`src/nebula_cfg.svh`:
```
// Fabric configuration for the multi-project chip
// Team count, pin width, address map and fixed read words

`ifndef NEBULA_CFG_SVH
`define NEBULA_CFG_SVH

// Team project slots behind the decoder
`define NEBULA_NUM_TEAMS 4

// Chip pin bus
`define NEBULA_GPIO_W 38

// Region bases, compared under the region mask
`define NEBULA_SRAM_BASE 32'h3000_0000
`define NEBULA_GPIO_BASE 32'h3100_0000
`define NEBULA_TEAM_BASE 32'h3200_0000

// Address span of one team slot
`define NEBULA_TEAM_STRIDE 32'h0000_0100

`define NEBULA_REGION_MASK 32'hFF00_0000 // Upper byte picks the region

// SRAM depth in 32-bit words
`define NEBULA_SRAM_WORDS 256

`define NEBULA_FILL_WORD 32'hDEAD_0BAD   // Returned for unmapped reads

// Identity word of a slot, index goes in the low byte
`define NEBULA_TEAM_ID_TAG 32'h7EA0_0000

`endif
```
`src/nebula_pkg.sv`:
```
// Shared types of the fabric
// Bus words, pin vectors, decoder targets and slot register selects
`default_nettype none

`include "nebula_cfg.svh"

package nebula_pkg;

    // Wishbone data and address word
    typedef logic [31:0] word_t;

    typedef logic [3:0] sel_t; // One bit per byte lane

    // Chip pin vector
    typedef logic [`NEBULA_GPIO_W-1:0] pins_t;

    // Targets seen by the address decoder
    typedef enum logic [1:0] {
        TGT_SRAM,
        TGT_GPIO,
        TGT_TEAM,
        TGT_NONE
    } target_e;

    // Slot registers, taken from address bits 3:2
    typedef enum logic [1:0] {
        REG_OUT = 2'd0,
        REG_OEB = 2'd1,
        REG_ID  = 2'd2
    } team_reg_e;

endpackage

`default_nettype wire

```
`src/team_slot.sv`:
```
// Team project slot standing in for a student design
// Pin output, active-low output enable and identity registers on Wishbone
`default_nettype none
`timescale 1ns/10ps

`include "nebula_cfg.svh"

module team_slot #(
    parameter int TEAM_INDEX = 0
) (
    input  logic                wb_clk_i,
    input  logic                rst_i,
    input  logic                stb_i,
    input  logic                we_i,
    input  nebula_pkg::sel_t    sel_i,
    input  nebula_pkg::word_t   adr_i,
    input  nebula_pkg::word_t   dat_i,
    output logic                ack_o,
    output nebula_pkg::word_t   dat_o,
    output nebula_pkg::pins_t   gpio_out_o,
    output nebula_pkg::pins_t   gpio_oeb_o
);

    nebula_pkg::team_reg_e reg_sel;
    nebula_pkg::pins_t     out_q;
    nebula_pkg::pins_t     oeb_q;
    nebula_pkg::pins_t     wr_mask;
    nebula_pkg::pins_t     wr_data;
    logic                  ack_q;
    logic                  wr_en;

    assign reg_sel = nebula_pkg::team_reg_e'(adr_i[3:2]);
    assign wr_data = nebula_pkg::pins_t'(dat_i); // Zero-extended to the pin width
    assign wr_en   = stb_i && we_i && ack_q;     // Commit on the ack edge

    // Pins above bit 31 have no byte lane and keep their reset value
    always_comb begin
        wr_mask = '0;
        for (int i = 0; i < 32; i++) begin
            wr_mask[i] = sel_i[i / 8];
        end
    end

    always_ff @(posedge wb_clk_i) begin
        if (rst_i) begin
            ack_q <= 1'b0;
            out_q <= '0;
            oeb_q <= '1;   // All pins start as inputs
        end else begin
            ack_q <= stb_i && !ack_q;
            if (wr_en && reg_sel == nebula_pkg::REG_OUT) begin
                out_q <= (out_q & ~wr_mask) | (wr_data & wr_mask);
            end
            if (wr_en && reg_sel == nebula_pkg::REG_OEB) begin
                oeb_q <= (oeb_q & ~wr_mask) | (wr_data & wr_mask);
            end
        end
    end

    always_comb begin
        case (reg_sel)
            nebula_pkg::REG_OUT: dat_o = nebula_pkg::word_t'(out_q);
            nebula_pkg::REG_OEB: dat_o = nebula_pkg::word_t'(oeb_q);
            nebula_pkg::REG_ID:  dat_o = `NEBULA_TEAM_ID_TAG | {24'd0, 8'(TEAM_INDEX)};
            default:             dat_o = '0;
        endcase
    end

    assign ack_o      = ack_q;
    assign gpio_out_o = out_q;
    assign gpio_oeb_o = oeb_q;

    // One ack per request, even with the strobe still up
    a_ack_single: assert property (@(posedge wb_clk_i) disable iff (rst_i)
        ack_o |=> !ack_o);

endmodule

`default_nettype wire

```
`config.mk`:
```
export PLATFORM = sky130hd
export DESIGN_NAME = team_slot
export DESIGN_NICKNAME = d
export VERILOG_FILES = /design/src/nebula_pkg.sv /design/src/team_slot.sv
export VERILOG_INCLUDE_DIRS = /design/src
export SDC_FILE = /design/constraint.sdc
export NUM_CORES = 1
export LEC_CHECK = 0
export ABC_AREA = 1
export BUFFER_PORTS_ARGS = -buffer_cell sky130_fd_sc_hd__buf_4
export CORE_ASPECT_RATIO = 0.7
export CORE_MARGIN = 1.5
export CORE_UTILIZATION = 45
export CTS_BUF_LIST = sky130_fd_sc_hd__clkbuf_4
export DETAILED_ROUTE_END_ITERATION = 10
export PLACE_DENSITY = 0.9
export SYNTH_ARGS = -nofsm -noshare
export SYNTH_HDL_FRONTEND = slang
export SYNTH_SLANG_ARGS = --single-unit
```
`constraint.sdc`:
```
create_clock -name wb_clk_i -period 2.4 [get_ports wb_clk_i]
set_input_delay 0.12 -clock wb_clk_i [delete_from_list [all_inputs] [get_ports wb_clk_i]]
set_output_delay 0.12 -clock wb_clk_i [all_outputs]
set_load 0.05 [all_outputs]
```
# [Word-level counts from Yosys, hierarchy flattened]
# Index checks and enable logic that the tools add are counted.
[op_classes] add_sub_neg=0 n_mul=0 div=0 magnitude_cmp=0 eq_ne=2 shifts=0 mux=1 bitwise_logic=6 n_reduce_logical=7
[ops] op="case mux 32 bit (3 select lines)" count=1
[ops] op="AND 38 bit" count=2
[ops] op="NOT 32 -> 38 bit" count=1
[ops] op="OR 38 x 32 -> 38 bit" count=1
[ops] op="OR 38 bit" count=1
[ops] op="AND 32 bit" count=1
[ops] op="logical AND 1 bit" count=5
[ops] op="equality test 2 x 1 -> 1 bit, second input constant" count=1
[ops] op="equality test 2 bit, second input constant" count=1
[ops] op="zero test 2 bit" count=1
[ops] op="zero test 1 bit" count=1
[totals] ff_bits=77 latch_bits=0 ramBits=0 rom_bits=0 input_bits=72 output_inout_bits=109 word_cells=19 memories=0

# [Logic depth before layout (Yosys ltp)]
[depth] depth_word=3 mapped_depth=6

# [Worst setup path before layout]
# OpenSTA, ideal clock, no wires.
[synth_timing] kind="reg-to-output" start="register (tool-made name)" end="output dat_o[11]" arrival_ns=1.835 t_required_ns=2.280 path_slack_ns=0.445 path_stages_with_launch=3 n_path_buf=0 path_cell_list="dfxtp_1 -> inv_1 -> o21ai_0"
[synth_lines] element="end: declaration" line="team_slot.sv:19" rtl="output nebula_pkg::word_t dat_o,"

==> impl_results.md <==
- Worst hold path cell count: 3
- Worst clock skew: 0.01049 ns
- Clk slew on worst S/H paths: 0.11 ns
- Max clock buf depth: 2
- CTS root buffer: clkbuf_4
- Critical Path Slowest Stage Cell: nor2_4
- WS Path Type: flop to flop
- Finish-stage setup viols: 0
- CTS tree: done
- Starting Density: 46.58%
- Core area: 7287 sq um
- Worst-path cell chain: nand2_1 -> nor2_4 -> nand3_1 -> nand2_1 -> inv_1 -> nor2_1
- Drt drc: 0
- Critical Path RT: 2.75 ns
- Worst Hold Class: primary input to flop
- I/O Pins: 181
- Pwr Density: 497.2 nW/um^2
- Main synth FF type: dfxtp_1
- Final hold violation count: 0
- Syn. warnings: 0
- R2R cell count: 6
- Max FO, Critical Path: 31
- Post-synth EDFFs: 0
- Worst slew margin: 26.00%
- ANT nets after route: 0
- Min Tclk post-route: 1.912 ns
- Vias per cell: 5.164
- Layout cells sized above 1: 24.85%
- GRT Overall Usage: 25.54%
- Async SR Flop Fraction: 0%
- Setup TNS: 0 ns
- RR Startpoint: ack_o
- Buffers on Ports: 138
- Area grow syn2layout: 44.64%
- Final nets: 744
- Finished Core Util: 67.38%
- Yosys top cell by area: dfxtp_1
- Final worst path period share: 79.66%
- FMAX: 0.5230 GHz
- Flop2flop setup slack: 0.49 ns
- Min-delay src: sel_i[1]
- Max_cap viols: 0
- Yosys reg bits: 65
- Worst setup startpoint: ack_o
- Syn Area/Cell: 6.591 sq um
- Largest net degree at the start of global routing: 37
- Vias: 3,997
- Skew-Pair Late Insertion Delay: 0.41 ns
- Clk sink count: 65
- Worst Tran Pin Value: 1.109 ns
- Antenna Cells: 0
- Post-synthesis sequential area ratio: 38.33%
- Syn Inst Count: 515
- Die X-Extent: 106.8 microns
- Synth Cell Area: 3395 sq um
- Post-CTS setup buffers: 0
- Total congestion overflow: 0
- Vias in the first global route: 3,517
- Outcome: finished clean
- Dpl hpwl: 6.800 mm
- CTS Buf Count: 9
- Worst path arrival time: 2.26 ns
- CP bufs+invs: 1
- LEAKAGE: 2.545 nW
- H-tree level count: 3
- CP Capture Type: flop
- Die area: 8082 sq um
- Peak VDD IR: 0.2770 mV
- Die height: 75.67 microns
- CP startpoint kind: flop
- Max incr delay on CP: 0.58 ns
- Routability Congestion: 0.8093
- Most used cell, CP: nand2_1
- Initial DRC Count: 270
- Post-synth top cells: nand2_1, inv_1, dfxtp_1
- Post_cts resized: 0
- Pre-antenna DRT Iters: 6
- Most frequent cell after synthesis: nand2_1
- Pins Over Slew Limit: 0
- Initial antenna violation count: 0
- Row cnt: 26
- RSZ-0062 raised after global routing: no
- First-pass GRT wire length: 16.20 mm
- Synth cell types: 20
- DRT Wirelength: 10.64 mm
- Synth area leaders: dfxtp_1, nand2_1, nand4_1
- Crit path max-delay family: simple AND/OR/NAND/NOR gates
- Synth top area share: 38.33%
- Drt wl/cell: 13.74 microns
area by class of cell:
type | instances | area [sq um]
Fill cell | 611 | 2377
Multi-Input combinational cell | 314 | 1488
Timing Repair Buffer | 182 | 1476
Sequential cell | 65 | 1301
Inverter | 100 | 375.4
Tap cell | 98 | 122.6
Clock buffer | 10 | 75.07
Clock inverter | 5 | 71.32
layout by cell type, fill, tap and decap left out, drive strengths merged:
master / Yosys / final
nand4: 64 / 64
bufinv: 0 / 2
dlygate4sd3: 0 / 34
inv: 100 / 100
conb: 2 / 12
o21ai: 24 / 24
nor3: 1 / 1
clkinv: 0 / 3
dfxtp: 65 / 65
o211ai: 8 / 8
clkbuf: 5 / 10
buf: 41 / 148
nor2: 35 / 35
nand2: 130 / 130
nand3: 40 / 40
worst max path at each step:
stage	depth (start not counted)	slack, ns	end
2_1_floorplan	2	0.45	dat_o[11]
3_3_place_gp	6	0.59	flop
3_5_place_dp	6	0.52	flop
4_1_cts	6	0.50	flop
5_1_grt	6	0.27	flop
6_report	6	0.49	flop
cells by family after synthesis:
kind of cell,after synthesis,share of synthesized area (%)
buffers and inverters,146,18.95
AOI/OAI and AO/OA,32,5.308
and+or+nand+nor,270,37.19
other,2,0.2212
DFF,65,38.33
worst register-to-register path, stage by stage, from the launching register on:
cell and delay, ns:
dfxtp_1 0.37, nand2_1 0.10, nor2_4 0.58, nand3_1 0.49
nand2_1 0.16, inv_1 0.05, nor2_1 0.12
metal layers:
metal,wire length (microns),global-route usage (%),up-vias,share of wire [%]
li1,-,-,1930,-
met1,4409,30.83,1818,41
met2,5137,43.16,220,48
met3,838,6.758,29,7.9
met4,252,12.89,0,2.4
met5,0,0,-,0
power breakdown:
part | leakage (nW) | total [W] | internal, W | switching (W)
Sequential | 0.526 | 0.00109 | 0.00109 | 0.00000596
Clock | 0.0790 | 0.000804 | 0.000419 | 0.000384
Combinational | 1.94 | 0.000546 | 0.000176 | 0.000369
through the flow:
stage,hold WS (ns),power (W),setup slack [ns],area (sq um),std cells
after floorplan,0.1968,0.001462,0.4452,3432,525
after global placement,0.2991,0.001601,0.5859,4423,725
after detailed placement,0.3090,0.001609,0.5233,4423,725
after CTS,0.06471,0.002448,0.4956,4910,774
after global routing,0.07494,0.002525,0.2714,4910,774
final,0.09768,0.002441,0.4881,4910,774
timing repair:
action | CTS | global route
setup endpoints to repair | 0 | 0
endpoints found under the hold margin | 33 | 0
hold buffers | 34 | 0
Note: power is estimated with default switching activity, not from simulation.
