File: config.mk
export PLATFORM = sky130hd
export DESIGN_NAME = gpio_control
export DESIGN_NICKNAME = d
export VERILOG_FILES = /design/src/nebula_pkg.sv /design/src/gpio_control.sv
export VERILOG_INCLUDE_DIRS = /design/src
export SDC_FILE = /design/constraint.sdc
export NUM_CORES = 1
export LEC_CHECK = 0
export BUFFER_PORTS_ARGS = -buffer_cell sky130_fd_sc_hd__buf_2
export CAP_MARGIN = 30
export CORE_AREA = 2 2 187 189
export CTS_CLUSTER_DIAMETER = 100
export CTS_CLUSTER_SIZE = 8
export DETAILED_ROUTE_END_ITERATION = 7
export DIE_AREA = 0 0 189 191
export GPL_TIMING_DRIVEN = 0
export PLACE_DENSITY_LB_ADDON = 0.3
export SLEW_MARGIN = 10
export SYNTH_ARGS = -nofsm -noshare
export SYNTH_HDL_FRONTEND = slang
export SYNTH_SLANG_ARGS = --single-unit
File: constraint.sdc
create_clock -name wb_clk_i -period 1.5 [get_ports wb_clk_i]
set_input_delay 0.075 -clock wb_clk_i [delete_from_list [all_inputs] [get_ports wb_clk_i]]
set_output_delay 0.075 -clock wb_clk_i [all_outputs]
set_load 0.05 [all_outputs]
File: src/nebula_cfg.svh
// Fabric configuration for the multi-project chip
// Team count, pin width, address map and fixed read words

`ifndef NEBULA_CFG_SVH
`define NEBULA_CFG_SVH

// Team project slots behind the decoder
`define NEBULA_NUM_TEAMS 4

// Chip pin bus
`define NEBULA_GPIO_W 38

// Region bases, compared under the region mask
`define NEBULA_SRAM_BASE 32'h3000_0000
`define NEBULA_GPIO_BASE 32'h3100_0000
`define NEBULA_TEAM_BASE 32'h3200_0000

// Address span of one team slot
`define NEBULA_TEAM_STRIDE 32'h0000_0100

`define NEBULA_REGION_MASK 32'hFF00_0000 // Upper byte picks the region

// SRAM depth in 32-bit words
`define NEBULA_SRAM_WORDS 256

`define NEBULA_FILL_WORD 32'hDEAD_0BAD   // Returned for unmapped reads

// Identity word of a slot, index goes in the low byte
`define NEBULA_TEAM_ID_TAG 32'h7EA0_0000

`endif
File: src/nebula_pkg.sv
// Shared types of the fabric
// Bus words, pin vectors, decoder targets and slot register selects
`default_nettype none

`include "nebula_cfg.svh"

package nebula_pkg;

    // Wishbone data and address word
    typedef logic [31:0] word_t;

    typedef logic [3:0] sel_t; // One bit per byte lane

    // Chip pin vector
    typedef logic [`NEBULA_GPIO_W-1:0] pins_t;

    // Targets seen by the address decoder
    typedef enum logic [1:0] {
        TGT_SRAM,
        TGT_GPIO,
        TGT_TEAM,
        TGT_NONE
    } target_e;

    // Slot registers, taken from address bits 3:2
    typedef enum logic [1:0] {
        REG_OUT = 2'd0,
        REG_OEB = 2'd1,
        REG_ID  = 2'd2
    } team_reg_e;

endpackage

`default_nettype wire

File: src/gpio_control.sv
// GPIO control for the chip pins
// Owner register on Wishbone picks which team slot drives all pins
`default_nettype none
`timescale 1ns/10ps

`include "nebula_cfg.svh"

module gpio_control (
    input  logic                wb_clk_i,
    input  logic                rst_i,
    input  logic                stb_i,
    input  logic                we_i,
    input  nebula_pkg::word_t   adr_i,
    input  nebula_pkg::word_t   dat_i,
    output logic                ack_o,
    output nebula_pkg::word_t   dat_o,
    input  nebula_pkg::pins_t   team_out_i [`NEBULA_NUM_TEAMS],
    input  nebula_pkg::pins_t   team_oeb_i [`NEBULA_NUM_TEAMS],
    output nebula_pkg::pins_t   io_out_o,
    output nebula_pkg::pins_t   io_oeb_o
);

    localparam int NT    = `NEBULA_NUM_TEAMS;
    localparam int IDX_W = (NT > 1) ? $clog2(NT) : 1;
    localparam int OWN_W = $clog2(NT + 1); // Room for the no-owner code

    logic [OWN_W-1:0] owner_q;
    logic             ack_q;
    logic             own_hit;

    assign own_hit = (adr_i[3:2] == 2'd0); // Owner sits at word offset 0

    always_ff @(posedge wb_clk_i) begin
        if (rst_i) begin
            ack_q   <= 1'b0;
            owner_q <= OWN_W'(NT);   // No owner, pins released
        end else begin
            ack_q <= stb_i && !ack_q;
            if (stb_i && we_i && ack_q && own_hit) begin
                owner_q <= dat_i[OWN_W-1:0];
            end
        end
    end

    assign ack_o = ack_q;
    assign dat_o = own_hit ? nebula_pkg::word_t'(owner_q) : '0;

    // Out-of-range owner codes also release the pins
    always_comb begin
        io_out_o = '0;
        io_oeb_o = '1;
        if (owner_q < OWN_W'(NT)) begin
            io_out_o = team_out_i[owner_q[IDX_W-1:0]];
            io_oeb_o = team_oeb_i[owner_q[IDX_W-1:0]];
        end
    end

endmodule

`default_nettype wire

Word-level counts from Yosys, hierarchy flattened
Index checks and enable logic that the tools add are counted.
{"block": "word_totals", "regBits": 4, "inputBits": 372, "word_cells": 20}
{"block": "classes", "magnitude_cmp": 2, "muxes": 9, "n_bitwise": 1, "n_reduce_logical": 6}
{"cell": "38-bit 2-to-1 mux", "count": 6}
{"cell": "38-bit binary-select mux with 2-bit select", "count": 2}
{"cell": "1-bit logical AND", "count": 4}
{"cell": "3-bit greater-or-equal comparator, second input constant", "count": 1}
{"cell": "3-bit less-than comparator, second input constant", "count": 1}
{"cell": "3-bit 2-to-1 mux", "count": 1}
{"cell": "2-bit NOT with 3-bit output", "count": 1}
{"cell": "2-bit zero test", "count": 1}
{"cell": "1-bit zero test", "count": 1}

Depth between registers and ports, before layout
{"block": "depth", "word_depth": 5, "mapped_depth": 5, "depth_no_buf": 3}

Worst setup path after synthesis
No wires, ideal clock.
{"block": "synth_timing", "path_kind": "register -> output", "from": "reg owner_q[1]", "to": "out io_out_o[10]", "arrival_time_ns": 1.741, "path_slack_ns": -0.316, "path_stages_with_launch": 6, "path_cell_list": "dfxtp_1 > buf_2 > buf_2 > buf_2 > mux4_2 > nor2b_1"}
{"block": "synth_via", "elab_chain_cells": 5, "word_cells_on_any_way": 6, "classes_between": "order compare (1); mux (4); bitwise (1)"}
{"element": "from (decl)", "line_no": "gpio_control.sv:27", "rtl": "logic [OWN_W-1:0] owner_q;"}
{"element": "from (signal assigned)", "line_no": "gpio_control.sv:36", "rtl": "owner_q <= OWN_W'(NT);"}
{"element": "from (signal assigned)", "line_no": "gpio_control.sv:40", "rtl": "owner_q <= dat_i[OWN_W-1:0];"}
{"element": "2-bit NOT with 3-bit output (implied by the code)", "line_no": "gpio_control.sv:53", "rtl": "io_out_o = team_out_i[owner_q[IDX_W-1:0]];"}
{"element": "38-bit binary-select mux with 2-bit select", "line_no": "gpio_control.sv:53"}
{"element": "38-bit 2-to-1 mux (implied by the code) (2 in a row)", "line_no": "gpio_control.sv:53"}
{"element": "38-bit 2-to-1 mux *", "line_no": "gpio_control.sv:52", "rtl": "if (owner_q < OWN_W'(NT)) begin"}
{"element": "to (decl)", "line_no": "gpio_control.sv:19", "rtl": "output nebula_pkg::pins_t io_out_o,"}
Mark *: on every way between the ends. The rest lies on a longest branch, timed or not. The select of a mux whose other input is x is not followed.

Worst setup path after layout
{"block": "layout_timing", "from": "reg owner_q[0]", "to": "out io_oeb_o[2]"}
{"block": "layout_via", "elab_chain_cells": 5, "word_cells_on_any_way": 6, "classes_between": "order compare (1); mux (4); bitwise (1)"}
{"element": "2-bit NOT with 3-bit output (implied by the code)", "line_no": "gpio_control.sv:54", "rtl": "io_oeb_o = team_oeb_i[owner_q[IDX_W-1:0]];"}
{"element": "38-bit binary-select mux with 2-bit select", "line_no": "gpio_control.sv:54"}
{"element": "38-bit 2-to-1 mux (implied by the code) (2 in a row)", "line_no": "gpio_control.sv:54"}
{"element": "38-bit 2-to-1 mux *", "line_no": "gpio_control.sv:52"}
{"element": "to (decl)", "line_no": "gpio_control.sv:20", "rtl": "output nebula_pkg::pins_t io_oeb_o"}
Marked as above.

==> results.md <==
* Crit Path Max Fanout at 6
* Async S/R FF share, synth at 0%
* Metal2 WL at 9.11 mm
* Setup WS post-layout at -0.460 ns
* Top cell type's share of synthesized area at 62.3%
* Fin. Hold Viols at 0
* CTS sink cnt at 4
* FF-to-FF path depth at 3
* Synth Instances at 228
* Least-Margin Pin Slew at 0.636 ns
* Layout net count at 1039
* WHS at 0.0943 ns
* Setup TNS at -28.86 ns
* Highest metal used: met5
* Worst Setup End Kind: primary output
* DR iter-0 viols at 80
* Largest net degree at the start of global routing at 11
* Clock Path Buffers at 2
* Post-DP HPWL at 15.0 mm
* Core area at 34100 sq um
* EDFF count, synth at 0
* Cell taking the most area after synthesis: mux4_2
* Initial antenna violation count at 4
* Post-synthesis sequential area ratio at 2.91%
* Placed cell areas at 5750 sq um
* Max_cap viols at 0
* Std cell rows at 68
* WP data required at 1.42 ns
* Die Y at 191 um
* Slew headroom at 57.6%
* ANT nets after route at 0
* Crit path DAT at 1.88 ns
* Ant. Diodes at 0
* WL met1 at 6.89 mm
* CTS tree: done
* DR vias at 3689
* Initial Util at 8.05%
* Power, Total at 1.50 mW
* CTS H-tree lvls at 1
* Ys Warns at 0
* Worst VDD drop at 0.374 mV
* Top-count cell post-synth: mux4_2
* Gr usage total at 8.65%
* Gp weighted congestion at 0.766
* Max Slew Vio Count at 0
* Dpl cells at 1106
* Status: complete, but fails checks
* Top post-synthesis cells by area: mux4_2, nor2b_1, buf_4
* FMAX at 0.510 GHz
* Cell Area, Synth at 2750 sq um
* Fin area at 6540 sq um
* Share of layout cells above drive strength 1 at 92.0%
* Synth cell types at 16
* WL met3 at 1.10 mm
* Synth Flop Type: dfxtp_1
* Pleak at 2.93 nW
* Drc violations at 0
* WHS Path Cells at 2
* Fin crit period at 1.96 ns
* Non-Filler Instances at 1120
* Failing checks: setup timing
* RSZ-0062 raised after global routing: yes
* Grt ovf at 0
* Global-route wire length before repair at 23.5 mm
* First-pass DRT Iterations at 4
* Final Cycle Share at 131%
* Final setup vio count at 76
* Final WL at 17.2 mm
* Pwr/cell area at 229 nW/um^2
* Top post-synthesis cells by count: mux4_2, nor2b_1, or2_1
* Drt via density at 3.29
* Core Util, Final at 19.2%
* Place WS at -0.936 ns
* CTS clock-pin slew for the worst setup and hold paths at 0.03 ns
* Port Buffers at 392
* Clock skew at 0.00331 ns
* Clock Latency Late Sink at 0.22 ns
* Clk root buf: clkbuf_16
* Vias in the first global route at 3884
* Synth Register Bits at 4
* Avg Inst Size Synth at 12.1 sq um
* Layout area overhead at 138%
* Hold Path Class: in -> reg
* Boundary pin count at 481
* Wirelength per Cell at 15.3 um
* Worst Setup Path Type: reg -> out
* Startpoint Class: register
* Die Wd at 189 um
* Fillcell total at 3784
* CTS Buf Count at 3
* Die area at 36100 sq um
-- flip-flops by register name (all words and copies together), names as in the netlist --
name     cells
ack_o        1
owner_q      3
-- area by class of cell --
class                      instances  area (sq um)  share of cell area (%)
tap                              455           569                    8.70
timing repair buffer             406          2580                    39.5
multi-input combinational        196          2720                    41.6
clock buffer                       3          75.1                    1.15
sequential                         4          82.6                    1.26
buffer                            56           513                    7.84
-- critical path, cell delays in order (launching register included) --
cell,delay (ns)
dfxtp_2,0.33
buf_12,0.14
buf_12,0.12
buf_16,0.13
mux4_2,0.53
or2_4,0.25
buf_6,0.15
-- cell families (layout without fill, tap and decap cells) --
kind of cell | Yosys count | in the layout | share of synthesized area [%]
buffers and inverters | 56 | 465 | 13.7
flip-flops | 4 | 4 | 2.91
AND/OR/NAND/NOR | 88 | 88 | 19.9
other | 1 | 29 | 0.136
multiplexers | 79 | 79 | 63.4
-- cell usage in the layout (no fill, tap or decap), drive strengths merged --
master / synthesis / routed
buf: 42 / 447
mux4: 76 / 76
or2: 38 / 38
nor2b: 38 / 38
conb: 1 / 29
clkbuf: 14 / 18
nand2b: 4 / 4
dfxtp: 4 / 4
nor2: 3 / 3
and2: 3 / 3
mux2i: 3 / 3
and4: 1 / 1
nor3b: 1 / 1
-- worst paths after layout --
path | end | start | slack, ns
worst max-delay path | io_oeb_o[2] | owner_q[0]$_SDFFE_PP0P_ | -0.46
worst min-delay path | ack_o$_SDFF_PP0_ | rst_i | 0.09
worst max register to register | owner_q[1]$_SDFFE_PP0P_ | ack_o$_SDFF_PP0_ | 0.48
worst min register to register | ack_o$_SDFF_PP0_ | ack_o$_SDFF_PP0_ | 0.45
-- where the power goes --
group / internal, mW / leakage [nW] / switching (mW) / total (mW)
sequential: 0.109 / 0.0325 / 0.00189 / 0.111
clock: 0.340 / 0.0370 / 0.0728 / 0.413
combinational: 0.562 / 2.86 / 0.411 / 0.973
total: 1.01 / 2.93 / 0.486 / 1.50
-- repair_timing --
| item | in CTS | in global routing |
|---|---|---|
| buffers inserted | 7 | 0 |
| pin swaps | 0 | 1 |
| resized for setup | 167 | 9 |
| hold buffers | 0 | 0 |
| gates cloned | 3 | 1 |
| setup endpoints to repair | 80 | 78 |
-- metal layers --
layer  vias to the layer above  track usage (%)
li1                       1715                -
met3                        10             1.49
met4                         6            0.541
met5                         -                0
met1                      1772             10.7
met2                       186             16.3
Power figures use the tool's default switching activity.
