<file path="config.mk">
export PLATFORM = sky130hd
export DESIGN_NAME = wb_decoder
export DESIGN_NICKNAME = d
export VERILOG_FILES = /design/src/nebula_pkg.sv /design/src/wb_decoder.sv
export VERILOG_INCLUDE_DIRS = /design/src
export SDC_FILE = /design/constraint.sdc
export NUM_CORES = 1
export LEC_CHECK = 0
export BUFFER_PORTS_ARGS = -buffer_cell sky130_fd_sc_hd__buf_4
export CORE_AREA = 2 2 107 109
export CTS_CLUSTER_SIZE = 10
export DETAILED_ROUTE_END_ITERATION = 6
export DIE_AREA = 0 0 109 111
export MAX_ROUTING_LAYER = met4
export PLACE_DENSITY = 0.45
export SLEW_MARGIN = 5
export SYNTH_ARGS = -nofsm -noshare
export SYNTH_HDL_FRONTEND = slang
export SYNTH_SLANG_ARGS = --single-unit
</file>
<file path="constraint.sdc">
create_clock -name wb_clk_i -period 4.35 [get_ports wb_clk_i]
set_clock_uncertainty 0.05 [all_clocks]
set_input_delay 0.87 -clock wb_clk_i [delete_from_list [all_inputs] [get_ports wb_clk_i]]
set_output_delay 0.87 -clock wb_clk_i [all_outputs]
set_load 0.02 [all_outputs]
</file>
<file path="src/nebula_cfg.svh">
// Fabric configuration for the multi-project chip
// Team count, pin width, address map and fixed read words

`ifndef NEBULA_CFG_SVH
`define NEBULA_CFG_SVH

// Team project slots behind the decoder
`define NEBULA_NUM_TEAMS 4

// Chip pin bus
`define NEBULA_GPIO_W 38

// Region bases, compared under the region mask
`define NEBULA_SRAM_BASE 32'h3000_0000
`define NEBULA_GPIO_BASE 32'h3100_0000
`define NEBULA_TEAM_BASE 32'h3200_0000

// Address span of one team slot
`define NEBULA_TEAM_STRIDE 32'h0000_0100

`define NEBULA_REGION_MASK 32'hFF00_0000 // Upper byte picks the region

// SRAM depth in 32-bit words
`define NEBULA_SRAM_WORDS 256

`define NEBULA_FILL_WORD 32'hDEAD_0BAD   // Returned for unmapped reads

// Identity word of a slot, index goes in the low byte
`define NEBULA_TEAM_ID_TAG 32'h7EA0_0000

`endif
</file>
<file path="src/nebula_pkg.sv">
// Shared types of the fabric
// Bus words, pin vectors, decoder targets and slot register selects
`default_nettype none

`include "nebula_cfg.svh"

package nebula_pkg;

    // Wishbone data and address word
    typedef logic [31:0] word_t;

    typedef logic [3:0] sel_t; // One bit per byte lane

    // Chip pin vector
    typedef logic [`NEBULA_GPIO_W-1:0] pins_t;

    // Targets seen by the address decoder
    typedef enum logic [1:0] {
        TGT_SRAM,
        TGT_GPIO,
        TGT_TEAM,
        TGT_NONE
    } target_e;

    // Slot registers, taken from address bits 3:2
    typedef enum logic [1:0] {
        REG_OUT = 2'd0,
        REG_OEB = 2'd1,
        REG_ID  = 2'd2
    } team_reg_e;

endpackage

`default_nettype wire

</file>
<file path="src/wb_decoder.sv">
// Wishbone address decoder for the fabric
// Qualifies one strobe per target, muxes read data, answers unmapped addresses
`default_nettype none
`timescale 1ns/10ps

`include "nebula_cfg.svh"

module wb_decoder (
    input  logic                          wb_clk_i,
    input  logic                          rst_i,
    input  logic                          wbs_cyc_i,
    input  logic                          wbs_stb_i,
    input  nebula_pkg::word_t             wbs_adr_i,
    output logic                          sram_stb_o,
    output logic                          gpio_stb_o,
    output logic [`NEBULA_NUM_TEAMS-1:0]  team_stb_o,
    input  logic                          sram_ack_i,
    input  logic                          gpio_ack_i,
    input  logic [`NEBULA_NUM_TEAMS-1:0]  team_ack_i,
    input  nebula_pkg::word_t             sram_dat_i,
    input  nebula_pkg::word_t             gpio_dat_i,
    input  nebula_pkg::word_t             team_dat_i [`NEBULA_NUM_TEAMS],
    output logic                          wbs_ack_o,
    output nebula_pkg::word_t             wbs_dat_o
);

    localparam int NT         = `NEBULA_NUM_TEAMS;
    localparam int IDX_W      = (NT > 1) ? $clog2(NT) : 1;
    localparam int STRIDE_LSB = $clog2(`NEBULA_TEAM_STRIDE);

    nebula_pkg::word_t   region;
    nebula_pkg::word_t   offset;
    nebula_pkg::target_e tgt;
    logic [IDX_W-1:0]    team_idx;
    logic                req;
    logic                none_stb;
    logic                none_ack;

    // Region compare plus bounds check inside the region
    always_comb begin
        region   = wbs_adr_i & `NEBULA_REGION_MASK;
        offset   = wbs_adr_i & ~`NEBULA_REGION_MASK;
        team_idx = IDX_W'(offset >> STRIDE_LSB);
        if (region == `NEBULA_SRAM_BASE && offset < 4 * `NEBULA_SRAM_WORDS) begin
            tgt = nebula_pkg::TGT_SRAM;
        end else if (region == `NEBULA_GPIO_BASE) begin
            tgt = nebula_pkg::TGT_GPIO;
        end else if (region == `NEBULA_TEAM_BASE && offset < NT * `NEBULA_TEAM_STRIDE) begin
            tgt = nebula_pkg::TGT_TEAM;
        end else begin
            tgt = nebula_pkg::TGT_NONE; // Nobody owns it
        end
    end

    assign req        = wbs_cyc_i & wbs_stb_i;
    assign sram_stb_o = req && (tgt == nebula_pkg::TGT_SRAM);
    assign gpio_stb_o = req && (tgt == nebula_pkg::TGT_GPIO);
    assign none_stb   = req && (tgt == nebula_pkg::TGT_NONE);

    always_comb begin
        team_stb_o = '0;
        if (req && tgt == nebula_pkg::TGT_TEAM) begin
            team_stb_o[team_idx] = 1'b1;
        end
    end

    // Local responder so unmapped cycles still terminate
    always_ff @(posedge wb_clk_i) begin
        if (rst_i) begin
            none_ack <= 1'b0;
        end else begin
            none_ack <= none_stb && !none_ack;
        end
    end

    assign wbs_ack_o = sram_ack_i | gpio_ack_i | (|team_ack_i) | none_ack;

    // Address is held until ack, so the mux can follow it directly
    always_comb begin
        case (tgt)
            nebula_pkg::TGT_SRAM: wbs_dat_o = sram_dat_i;
            nebula_pkg::TGT_GPIO: wbs_dat_o = gpio_dat_i;
            nebula_pkg::TGT_TEAM: wbs_dat_o = team_dat_i[team_idx];
            default:              wbs_dat_o = `NEBULA_FILL_WORD;
        endcase
    end

    // At most one target sees a strobe, the local responder included
    a_stb_onehot: assert property (@(posedge wb_clk_i) disable iff (rst_i)
        $onehot0({sram_stb_o, gpio_stb_o, team_stb_o, none_stb}));

endmodule

`default_nettype wire

</file>
* Word level (Yosys, flattened, before mapping)
Cells that the tools add are included.
** Word-level totals
- Output and inout port bits :: 39
- Word-level logic and storage cells :: 37
- Register bits after elaboration :: 1
** Operators by class
- Mux-type cells :: 10
- Magnitude comparators :: 4
- Equality and inequality tests :: 6
- Bitwise logic cells :: 5
- Reduce and logical (&&, ||, !) cells :: 11
** Operator list (count)
- case mux 32 bit (3 select lines) :: 1
- binary-select mux 32 bit (select 2 bit) :: 1
- 2-to-1 mux 32 bit :: 2
- == test 8 x 6 -> 1 bit (second input constant) :: 3
- less-than comparator 24 x 11 -> 1 bit (second input constant) :: 1
- logical AND 1 bit :: 8
- == test 2 bit (second input constant) :: 2
- 2-to-1 mux 2 bit :: 2
- 2-to-1 mux 4 bit :: 1
- OR reduction 4 bit :: 1
- >= comparator 3 bit (second input constant) :: 1
- less-than comparator 2 x 3 -> 1 bit (second input constant) :: 1
- inverter 2 -> 3 bit :: 1
- OR 1 bit :: 3
- demux 1 bit (select 2 bit) :: 1
- == test 2 x 1 -> 1 bit (second input constant) :: 1
- >= comparator 2 x 1 -> 1 bit (second input constant) :: 1
- zero test 2 bit :: 1
- 2-to-1 mux 1 bit :: 2
- AND 1 bit :: 1
- zero test 1 bit :: 1

* Longest topological paths before layout
Gate-level depths: netlist of the first run.
- Word-level depth :: 8
- Gate-level depth with buffers :: 6

* Worst setup path after synthesis of the first run
No wires, ideal clock.
- Path type :: input to output
- From :: input port wbs_adr_i[27]
- To :: output port wbs_dat_o[11]
- Path slack :: 0.917 ns
- Stages on the path :: 5
- Data arrival time :: 2.513 ns
- Path buffers :: 1
- Cell sequence :: nor4_4 nand4b_1 or2_1 buf_2 o311ai_0
** On the way
- Cells in the longest elaborated chain, start to end :: 7
- Elaborated cells between the ends (all ways) :: 12
- Classes of those cells :: 5 x eq/ne; 4 x mux; 3 x reduce/logical
** Ends and longest elaborated chain
- from (decl) :: RTL line wb_decoder.sv:13 : input nebula_pkg::word_t wbs_adr_i,
- == test 8 x 6 -> 1 bit (no source line)
- logical AND 1 bit (no source line)
- 2-to-1 mux 1 bit :: RTL line wb_decoder.sv:48 : end else if (region == `NEBULA_TEAM_BASE && offset < NT * `NEBULA_TEAM_STRIDE) begin
- 2-to-1 mux 2 bit :: RTL line wb_decoder.sv:46 : end else if (region == `NEBULA_GPIO_BASE) begin
- 2-to-1 mux 2 bit * :: RTL line wb_decoder.sv:44 : if (region == `NEBULA_SRAM_BASE && offset < 4 * `NEBULA_SRAM_WORDS) begin
- == test 2 bit (tied with other cells) :: RTL line wb_decoder.sv:80 : case (tgt)
- case mux 32 bit (3 select lines) * :: RTL line wb_decoder.sv:80
- to (decl) :: RTL line wb_decoder.sv:24 : output nebula_pkg::word_t wbs_dat_o
Every way passes the cells marked *; elsewhere a longest branch is shown, timed or not.

* Worst setup path after layout of the first run
- From :: input port wbs_adr_i[16]
- To :: output port wbs_dat_o[1]
** On the way
- Cells in the longest elaborated chain, start to end :: 7
- Elaborated cells between the ends (all ways) :: 10
- Classes of those cells :: 1 x order compare; 2 x eq/ne; 4 x mux; 3 x reduce/logical
** Ends and longest elaborated chain (RTL line)
- less-than comparator 24 x 11 -> 1 bit (no source line) *
- logical AND 1 bit (no source line)
- 2-to-1 mux 1 bit :: wb_decoder.sv:48
- 2-to-1 mux 2 bit :: wb_decoder.sv:46
- 2-to-1 mux 2 bit * :: wb_decoder.sv:44
- == test 2 bit (tied with other cells) :: wb_decoder.sv:80
- case mux 32 bit (3 select lines) * :: wb_decoder.sv:80
Marked as above.

==> results.tsv, run 1 <==
stage	metric	value	unit
drt	final wirelength	9860	µm
synthesis	Unique masters post-synth	26	
sta	period utilization	81.9	%
synthesis	#FFs+latches synth	1	
drt	Initial DRT Pass Iterations	4	
synthesis	Post-Synth Simple-Gate Area	17.2	%
floorplanning	site row count	39	
final_layout	commonest non-fill, non-tap cell in the layout	buf_4	
flow_run	# Max-Cap Violations	0	
final_layout	Layout fillers	1146	
final_layout	max reg flops	1	
drt	via density per instance	4.50	
floorplanning	Ports	273	
setup_path	slowest CP cell	or2_1	
synthesis	sequential fraction of the synthesis area	1.19	%
sta	RSZ-0062 raised after global routing	no	
setup_path	critical path class	in -> out	
synthesis	Ys Warns	0	
floorplanning	chip width	109	µm
place	Port Buffers	264	
clock_network	# hold bufs at CTS	0	
setup_path	WP data required	3.43	ns
sta	minimum clock period	3.56	ns
setup_path	Critical Path End Type	output pin	
floorplanning	die height	111	µm
drt	Vias	2615	
global_routing	largest net degree at the start of global routing	36	
setup_path	CP max FO	15	
drt	# DRC	0	
drt	Routed Antenna Nets	0	
global_routing	first-pass GRT wire length	14700	µm
final_layout	post-layout util	34.2	%
power_and_ir_drop	maximum VDD drop	0.0335	mV
synthesis	post-synthesis adder-cell area fraction	0	%
final_layout	area of the multi-input gates	1520	µm²
sta	Sum Neg Setup Slack	0	ns
floorplanning	Die ar.	12100	µm²
final_layout	synth-to-layout area growth	125	%
final_layout	most frequent cells in the layout	buf_4 (270), mux4_2 (32), nand2_1 (27), mux2i_1 (22)	
floorplanning	Initial Util	15.2	%
synthesis	Compound-Gate Fraction of Synth Area	17.2	%
place	placer congestion estimate	0.772	
drt	detailed-route wire length per cell	17.0	µm
final_layout	number of diodes	0	
setup_path	max incr delay on CP	0.41	ns
synthesis	Syn Inst Count	190	
clock_network	cts repair resizes	0	
power_and_ir_drop	Power Density	72.7	nW/µm²
global_routing	initial antenna violation count	0	
synthesis	mux cell area share after synthesis	55.9	%
status	outcome	complete, no violations	
sta	FMAX	281	MHz
sta	pins over their slew limit	0	
place	Post-DP HPWL	8170	µm
sta	Worst Max-Slew Pin Slew	0.674	ns
global_routing	remaining global-route overflow	0	
global_routing	vias in the first global route	2837	
clock_network	Reg clk slew, reported paths	0	ns
setup_path	most used cell, CP	buf_4	
setup_path	WP buf/inv	4	
final_layout	largest reg by FF count	none_ack	
floorplanning	core area	11100	µm²
drt	Iteration-0 DRC Markers	109	
final_layout	layout cell share with drive strength beyond 1	70.1	%
setup_path	Critical Path AT	2.64	ns
setup_path	crit-path cells	buf_4 > nor4_1 > nand2_1 > buf_4 > or2_1 > buf_4 > o21ai_0 > buf_4	
final_layout	register area	20.0	µm²
sta	final setup vio count	0	
synthesis	post-synthesis area per instance	8.86	µm²
clock_network	postcts setup bufs	0	
sta	Fin. Hold Viols	0	
synthesis	Syn Nets	424	
setup_path	crit-path leading delay family	buffers and inverters	
setup_path	startpoint types	input pin	
synthesis	synthesized cell area	1680	µm²
global_routing	All-Layer GR Usage	15.8	%
final_layout	# nets final	674	
final_layout	Top Registers	none_ack (1)	
synthesis	largest family of logic cells by synthesized area	multiplexers	
sta	Relative slew margins	55.1	%
power_and_ir_drop	Pleak	1.83	nW
worst_hold_path	min-delay worst type	reg -> reg	
synthesis	Post-Synth XOR/XNOR Area	0	%
clock_network	Clk Latency, worst-skew pair	0	ns
## kinds of logic (layout without fill, tap and decap cells)
family                 Yosys count  in the layout
AND/OR/NAND/NOR                 59             59
multiplexers                    54             54
AO/OA/AOI/OAI                   42             42
buffers and inverters           34            282
flip-flops                       1              1
## layer usage
layer  up-vias  global-route usage (%)  share of wire, %
met1      1212                    17.8                37
met2       151                    29.9                53
met4         0                  0.0855                 0
li1       1252                       -                 -
met3         0                    3.17                10
met5         -                       -                 0
## final timing paths
check / start / slack [ns] / to / cells past startpoint
min reg2reg: none_ack / 0.47 / none_ack / 2
max: wbs_adr_i[16] / 0.79 / wbs_dat_o[1] / 8
min: none_ack / 0.47 / none_ack / 2
max reg2reg: none_ack / 3.32 / none_ack / 2
## power breakdown
part           internal (mW)  total (mW)  switching [mW]  leakage (nW)
Combinational          0.189       0.266          0.0767          1.82
Sequential           0.00975     0.00995        0.000202       0.00820
Clock                      0           0               0             0
Total                  0.199       0.276          0.0769          1.83
## cell type report
cell class	count	area share, %
repair buffers	270	53.4
multi-input cells	155	40.1
well taps	143	4.72
inverters	12	1.19
flip-flops and latches	1	0.528
## cells in the mapped netlist, drive strengths merged
library cell / n / area, µm²
nand4: 1 / 6.26
nor4: 7 / 58.8
nor3: 3 / 15.0
o311ai: 10 / 118
inv: 12 / 45.0
mux2i: 22 / 220
o22ai: 10 / 62.6
nor2: 13 / 48.8
nand3: 1 / 5.00
and4: 2 / 17.5
a21oi: 9 / 45.0
and3b: 1 / 8.76
buf: 10 / 51.3
or2: 1 / 6.26
o21ai: 13 / 65.1
or4: 1 / 7.51
nand4b: 1 / 8.76
nand2: 27 / 101
mux4: 32 / 721
clkbuf: 12 / 45.0
nor2b: 1 / 6.26
dfxtp: 1 / 20.0
## worst register-to-register path: stages, from the launching register on
cell and delay [ns]:
dfxtp_1 0.29, or4_1 0.52, nor2_1 0.10
## per-stage QoR
stage | setup WS [ns] | instance area [µm²] | hold WS (ns) | std cells | power [mW]
after floorplan | 0.917 | 1680 | 0.420 | 190 | 0.109
after global placement | 0.696 | 3790 | 0.444 | 581 | 0.274
after detailed placement | 0.734 | 3790 | 0.445 | 581 | 0.279
after CTS | 0.724 | 3790 | 0.458 | 581 | 0.279
after global routing | 0.635 | 3790 | 0.528 | 581 | 0.299
final | 0.786 | 3790 | 0.466 | 581 | 0.276
Power figures use the tool's default switching activity.
==> run 2, diff against run 1 <==
--- a/config.mk
+++ b/config.mk
@@ -7,12 +7,12 @@
 export NUM_CORES = 1
 export LEC_CHECK = 0
 export BUFFER_PORTS_ARGS = -buffer_cell sky130_fd_sc_hd__buf_4
-export CORE_AREA = 2 2 107 109
+export CORE_AREA = 2 2 105 107
 export CTS_CLUSTER_SIZE = 10
 export DETAILED_ROUTE_END_ITERATION = 6
-export DIE_AREA = 0 0 109 111
+export DIE_AREA = 0 0 107 109
 export MAX_ROUTING_LAYER = met4
-export PLACE_DENSITY = 0.45
+export PLACE_DENSITY = 0.49
 export SLEW_MARGIN = 5
 export SYNTH_ARGS = -nofsm -noshare
 export SYNTH_HDL_FRONTEND = slang
==> constraint.sdc (replaced) <==
create_clock -name wb_clk_i -period 3.1 [get_ports wb_clk_i]
set_clock_uncertainty 0.05 [all_clocks]
set_input_delay 0.62 -clock wb_clk_i [delete_from_list [all_inputs] [get_ports wb_clk_i]]
set_output_delay 0.62 -clock wb_clk_i [all_outputs]
set_load 0.02 [all_outputs]
==> run 2 against run 1 <==
Effect of this change: flip-flop and latch count unchanged; power up 44%; critical path type unchanged; via count up 1.5%; worst hold slack better by 0.0036 ns; highest routed layer is now met4; largest cell class unchanged.
==> results.tsv, run 2 (synthesized netlist as in run 1, its figures left out) <==
stage	metric	value	unit
power_and_ir_drop	Power Density	103	nW/µm²
setup_path	critical path class	in -> out	
setup_path	startpoint types	input pin	
setup_path	WP data required	2.43	ns
sta	Worst Max-Slew Pin Slew	0.493	ns
final_layout	synth-to-layout area growth	130	%
floorplanning	Ports	273	
global_routing	first-pass GRT wire length	14200	µm
power_and_ir_drop	Sw Pwr	110	µW
sta	FMAX	353	MHz
floorplanning	Initial Util	15.9	%
sta	Relative slew margins	67.1	%
power_and_ir_drop	Power Total	396	µW
place	placer congestion estimate	0.846	
drt	final wirelength	9760	µm
power_and_ir_drop	Comb power frac	96.5	%
floorplanning	chip width	107	µm
status	outcome	complete, no violations	
global_routing	initial antenna violation count	0	
final_layout	Layout Cells excl Fill	583	
final_layout	max reg flops	1	
global_routing	remaining global-route overflow	0	
setup_path	CP max FO	11	
final_layout	most frequent cells in the layout	buf_4 (272), mux4_2 (32), nand2_1 (27), mux2i_1 (22)	
clock_network	# hold bufs at CTS	0	
power_and_ir_drop	Switching Fraction	27.7	%
drt	Vias	2653	
place	pre-CTS setup slack	0.115	ns
setup_path	Critical Path AT	2.17	ns
place	area post-placement	3860	µm²
worst_hold_path	min-delay worst type	reg -> reg	
worst_hold_path	hold depth	2	
drt	# DRC	0	
sta	RSZ-0062 raised after global routing	no	
floorplanning	core area	10600	µm²
sta	Fin. Hold Viols	0	
place	DP Cell Count	583	
clock_network	postcts setup bufs	0	
flow_run	# Max-Cap Violations	0	
final_layout	# nets final	679	
global_routing	All-Layer GR Usage	15.8	%
global_routing	largest net degree at the start of global routing	47	
global_routing	vias in the first global route	2898	
floorplanning	site row count	38	
drt	via density per instance	4.55	
final_layout	commonest non-fill, non-tap cell in the layout	buf_4	
sta	minimum clock period	2.84	ns
sta	Sum Neg Setup Slack	0	ns
drt	detailed-route wire length per cell	16.7	µm
clock_network	Reg clk slew, reported paths	0	ns
final_layout	layout cell share with drive strength beyond 1	70.7	%
final_layout	number of diodes	0	
final_layout	post-layout util	36.5	%
clock_network	Clk Latency, worst-skew pair	0	ns
power_and_ir_drop	Flop pwr share	3.5	%
sta	period utilization	91.5	%
power_and_ir_drop	Pleak	1.87	nW
final_layout	Top Registers	none_ack (1)	
sta	final setup vio count	0	
power_and_ir_drop	cell internal pwr	287	µW
power_and_ir_drop	Clock Power Share	0	%
drt	Routed Antenna Nets	0	
power_and_ir_drop	maximum VDD drop	0.0449	mV
sta	pins over their slew limit	0	
drt	Iteration-0 DRC Markers	58	
sta	WHS	0.470	ns
drt	Initial DRT Pass Iterations	4	
final_layout	final instance area	3870	µm²
place	Port Buffers	264	
setup_path	Critical Path End Type	output pin	
sta	slack of the critical path	0.263	ns
final_layout	largest reg by FF count	none_ack	
place	Post-DP HPWL	8300	µm
floorplanning	Die ar.	11700	µm²
floorplanning	die height	109	µm
setup_path	Reg2Reg Depth	2	
[run 2: cell count changes in the layout (fill, tap and decap cells not counted), sizes merged]
cell	before	now
buf	270	275
[run 2: path summary, 6_finish.rpt]
| path | to | slack, ns | startpoint |
|---|---|---|---|
| worst min-delay path | none_ack | 0.47 | none_ack |
| worst max-delay path | wbs_dat_o[8] | 0.26 | wbs_adr_i[27] |
| worst min register to register | none_ack | 0.47 | none_ack |
| worst max register to register | none_ack | 2.09 | none_ack |
[run 2: worst max-delay path, stage by stage]
cell and delay, ns:
buf_4 0.12, nor4_4 0.31, nand4b_1 0.17, or2_4 0.35, buf_4 0.19, o311ai_2 0.22
buf_4 0.19
[run 2: area by class of cell]
class | instances | area [µm²]
Fill cell | 1124 | 6740
Inverter | 12 | 45.0
Multi-Input combinational cell | 155 | 1520
Sequential cell | 1 | 20.0
Tap cell | 140 | 175
Timing Repair Buffer | 275 | 2100
[run 2: power groups by stage]
stage / registers, mW / clock network (mW) / logic, mW
global route: 0.0140 / 0 / 0.414
detailed placement: 0.0140 / 0 / 0.387
floorplan: 0.0138 / 0 / 0.139
CTS: 0.0140 / 0 / 0.388
finish: 0.0140 / 0 / 0.382
global placement: 0.0140 / 0 / 0.380
[run 2: timing repair]
action                     4_1_cts  5_1_grt
resized for setup                0        1
setup endpoints to repair        0        4
hold endpoints to repair         0        0
[run 2: routing by layer]
metal | track usage (%) | wire (µm)
met1 | 17.1 | 3590
met5 | - | 0
met3 | 2.63 | 778
met2 | 31.3 | 5310
met4 | 1.21 | 82
==> run 3, diff against run 2 <==
--- a/config.mk
+++ b/config.mk
@@ -7,12 +7,14 @@
 export NUM_CORES = 1
 export LEC_CHECK = 0
 export BUFFER_PORTS_ARGS = -buffer_cell sky130_fd_sc_hd__buf_4
+export CAP_MARGIN = 10
 export CORE_AREA = 2 2 105 107
 export CTS_CLUSTER_SIZE = 10
 export DETAILED_ROUTE_END_ITERATION = 6
 export DIE_AREA = 0 0 107 109
 export MAX_ROUTING_LAYER = met4
 export PLACE_DENSITY = 0.49
+export RECOVER_POWER = 50
 export SLEW_MARGIN = 5
 export SYNTH_ARGS = -nofsm -noshare
 export SYNTH_HDL_FRONTEND = slang
==> run 3 against run 2 <==
Effect of this change: final cell count unchanged; critical path type unchanged; sequential share of layout area about the same; worst hold slack about the same; worst setup slack got worse by 0.043 ns; largest power group unchanged; sequential power about the same; global-route usage unchanged; utilization decreased by 0.59 points; power about the same; first-iteration DRC count increased by 3.4%; combinational power about the same.
==> results.tsv, run 3 (synthesized netlist as in run 1, its figures left out) <==
stage	metric	value	unit
final_layout	register area	20.0	µm²
drt	# DRC	0	
place	Post-DP HPWL	8300	µm
setup_path	R2R Path Start	none_ack	
final_layout	max reg flops	1	
floorplanning	Initial Util	15.9	%
final_layout	largest reg by FF count	none_ack	
power_and_ir_drop	Pleak	1.81	nW
sta	pins over their slew limit	0	
sta	FMAX	347	MHz
final_layout	layout cell share with drive strength beyond 1	67.0	%
setup_path	critical path class	in -> out	
setup_path	Critical Path End Type	output pin	
sta	period utilization	92.9	%
final_layout	# nets final	679	
final_layout	Layout fillers	1145	
drt	Vias	2656	
drt	detailed-route wire length per cell	16.8	µm
status	outcome	complete, no violations	
final_layout	commonest non-fill, non-tap cell in the layout	buf_4	
sta	RSZ-0062 raised after global routing	no	
floorplanning	site row count	38	
floorplanning	core area	10600	µm²
drt	Routed Antenna Nets	0	
flow_run	# Max-Cap Violations	0	
setup_path	crit path to	wbs_dat_o[14]	
sta	slack of the critical path	0.220	ns
final_layout	Top Registers	none_ack (1)	
final_layout	most frequent cells in the layout	buf_4 (255), mux4_2 (32), nand2_1 (27), mux2i_1 (22), clkbuf_1 (16)	
setup_path	Critical Path AT	2.21	ns
clock_network	postcts setup bufs	0	
floorplanning	Die ar.	11700	µm²
setup_path	Reg2Reg Depth	2	
final_layout	area of the multi-input gates	1520	µm²
floorplanning	die height	109	µm
sta	Fin. Hold Viols	0	
setup_path	crit path from	wbs_adr_i[27]	
power_and_ir_drop	maximum VDD drop	0.0449	mV
setup_path	CP max FO	11	
place	Port Buffers	264	
drt	final wirelength	9770	µm
floorplanning	chip width	107	µm
global_routing	remaining global-route overflow	0	
global_routing	initial antenna violation count	0	
clock_network	Clk Latency, worst-skew pair	0	ns
global_routing	largest net degree at the start of global routing	47	
place	placer congestion estimate	0.846	
sta	minimum clock period	2.88	ns
sta	final setup vio count	0	
drt	Iteration-0 DRC Markers	60	
worst_hold_path	min-delay worst type	reg -> reg	
drt	Initial DRT Pass Iterations	4	
setup_path	startpoint types	input pin	
floorplanning	Ports	273	
global_routing	All-Layer GR Usage	15.8	%
sta	Relative slew margins	66.6	%
setup_path	WP data required	2.43	ns
clock_network	Reg clk slew, reported paths	0	ns
final_layout	synth-to-layout area growth	126	%
sta	Sum Neg Setup Slack	0	ns
place	pre-CTS setup slack	0.115	ns
sta	Worst Max-Slew Pin Slew	0.501	ns
final_layout	number of diodes	0	
global_routing	first-pass GRT wire length	14200	µm
setup_path	R2R Path End	none_ack	
drt	via density per instance	4.56	
setup_path	r2r setup slk	2.09	ns
power_and_ir_drop	Power Density	104	nW/µm²
global_routing	vias in the first global route	2898	
run 3: cell count changes in the layout (fill, tap and decap cells not counted), sizes merged:
cell and change:
buf -17, clkbuf +17
run 3: stage by stage:
step / total power [mW] / utilization [%] / std cells / area (µm²) / hold slack, ns
2_1_floorplan: 0.153 / - / 190 / 1680 / 0.420
3_3_place_gp: 0.394 / 36.4 / 583 / 3860 / 0.472
3_5_place_dp: 0.401 / 36.4 / 583 / 3860 / 0.466
4_1_cts: 0.402 / 36.4 / 583 / 3860 / 0.471
5_1_grt: 0.427 / 35.9 / 583 / 3800 / 0.484
6_report: 0.396 / 35.9 / 583 / 3800 / 0.470
run 3: final cells by class:
type,count,share of cell area (%)
multi-input combinational,155,40.1
sequential,1,0.526
inverter,12,1.18
timing repair buffer,275,53.6
tap,140,4.61
run 3: report_power, final:
part | internal, mW | total, mW | switching [mW] | leakage (nW)
Sequential | 0.0137 | 0.0140 | 0.000322 | 0.00820
Combinational | 0.272 | 0.382 | 0.110 | 1.80
Clock | 0 | 0 | 0 | 0
run 3: repair_timing:
action,CTS,global route
hold endpoints to repair,0,0
hold buffers,0,0
setup endpoints to repair,0,4
resized for setup,0,1
run 3: worst min-delay path by stage:
stage	startpoint	endpoint	slack (ns)	cells past startpoint
after global placement	none_ack	none_ack	0.47	2
final	none_ack	none_ack	0.47	2
after floorplan	none_ack	none_ack	0.42	2
after global routing	none_ack	none_ack	0.48	2
after detailed placement	none_ack	none_ack	0.47	2
after CTS	none_ack	none_ack	0.47	2
run 3: worst max-delay path, stage by stage:
cell	delay, ns
buf_4	0.12
nor4_4	0.31
nand4b_1	0.17
or2_4	0.34
buf_4	0.19
o21ai_0	0.16
clkbuf_1	0.29
run 3: metal layers:
layer / track usage, % / up-vias / share of wire (%)
li1: - / 1266 / -
met1: 17.1 / 1241 / 37
met4: 1.21 / 0 / 0.85
met3: 2.63 / 6 / 7.8
met2: 31.3 / 143 / 54
met5: - / - / 0
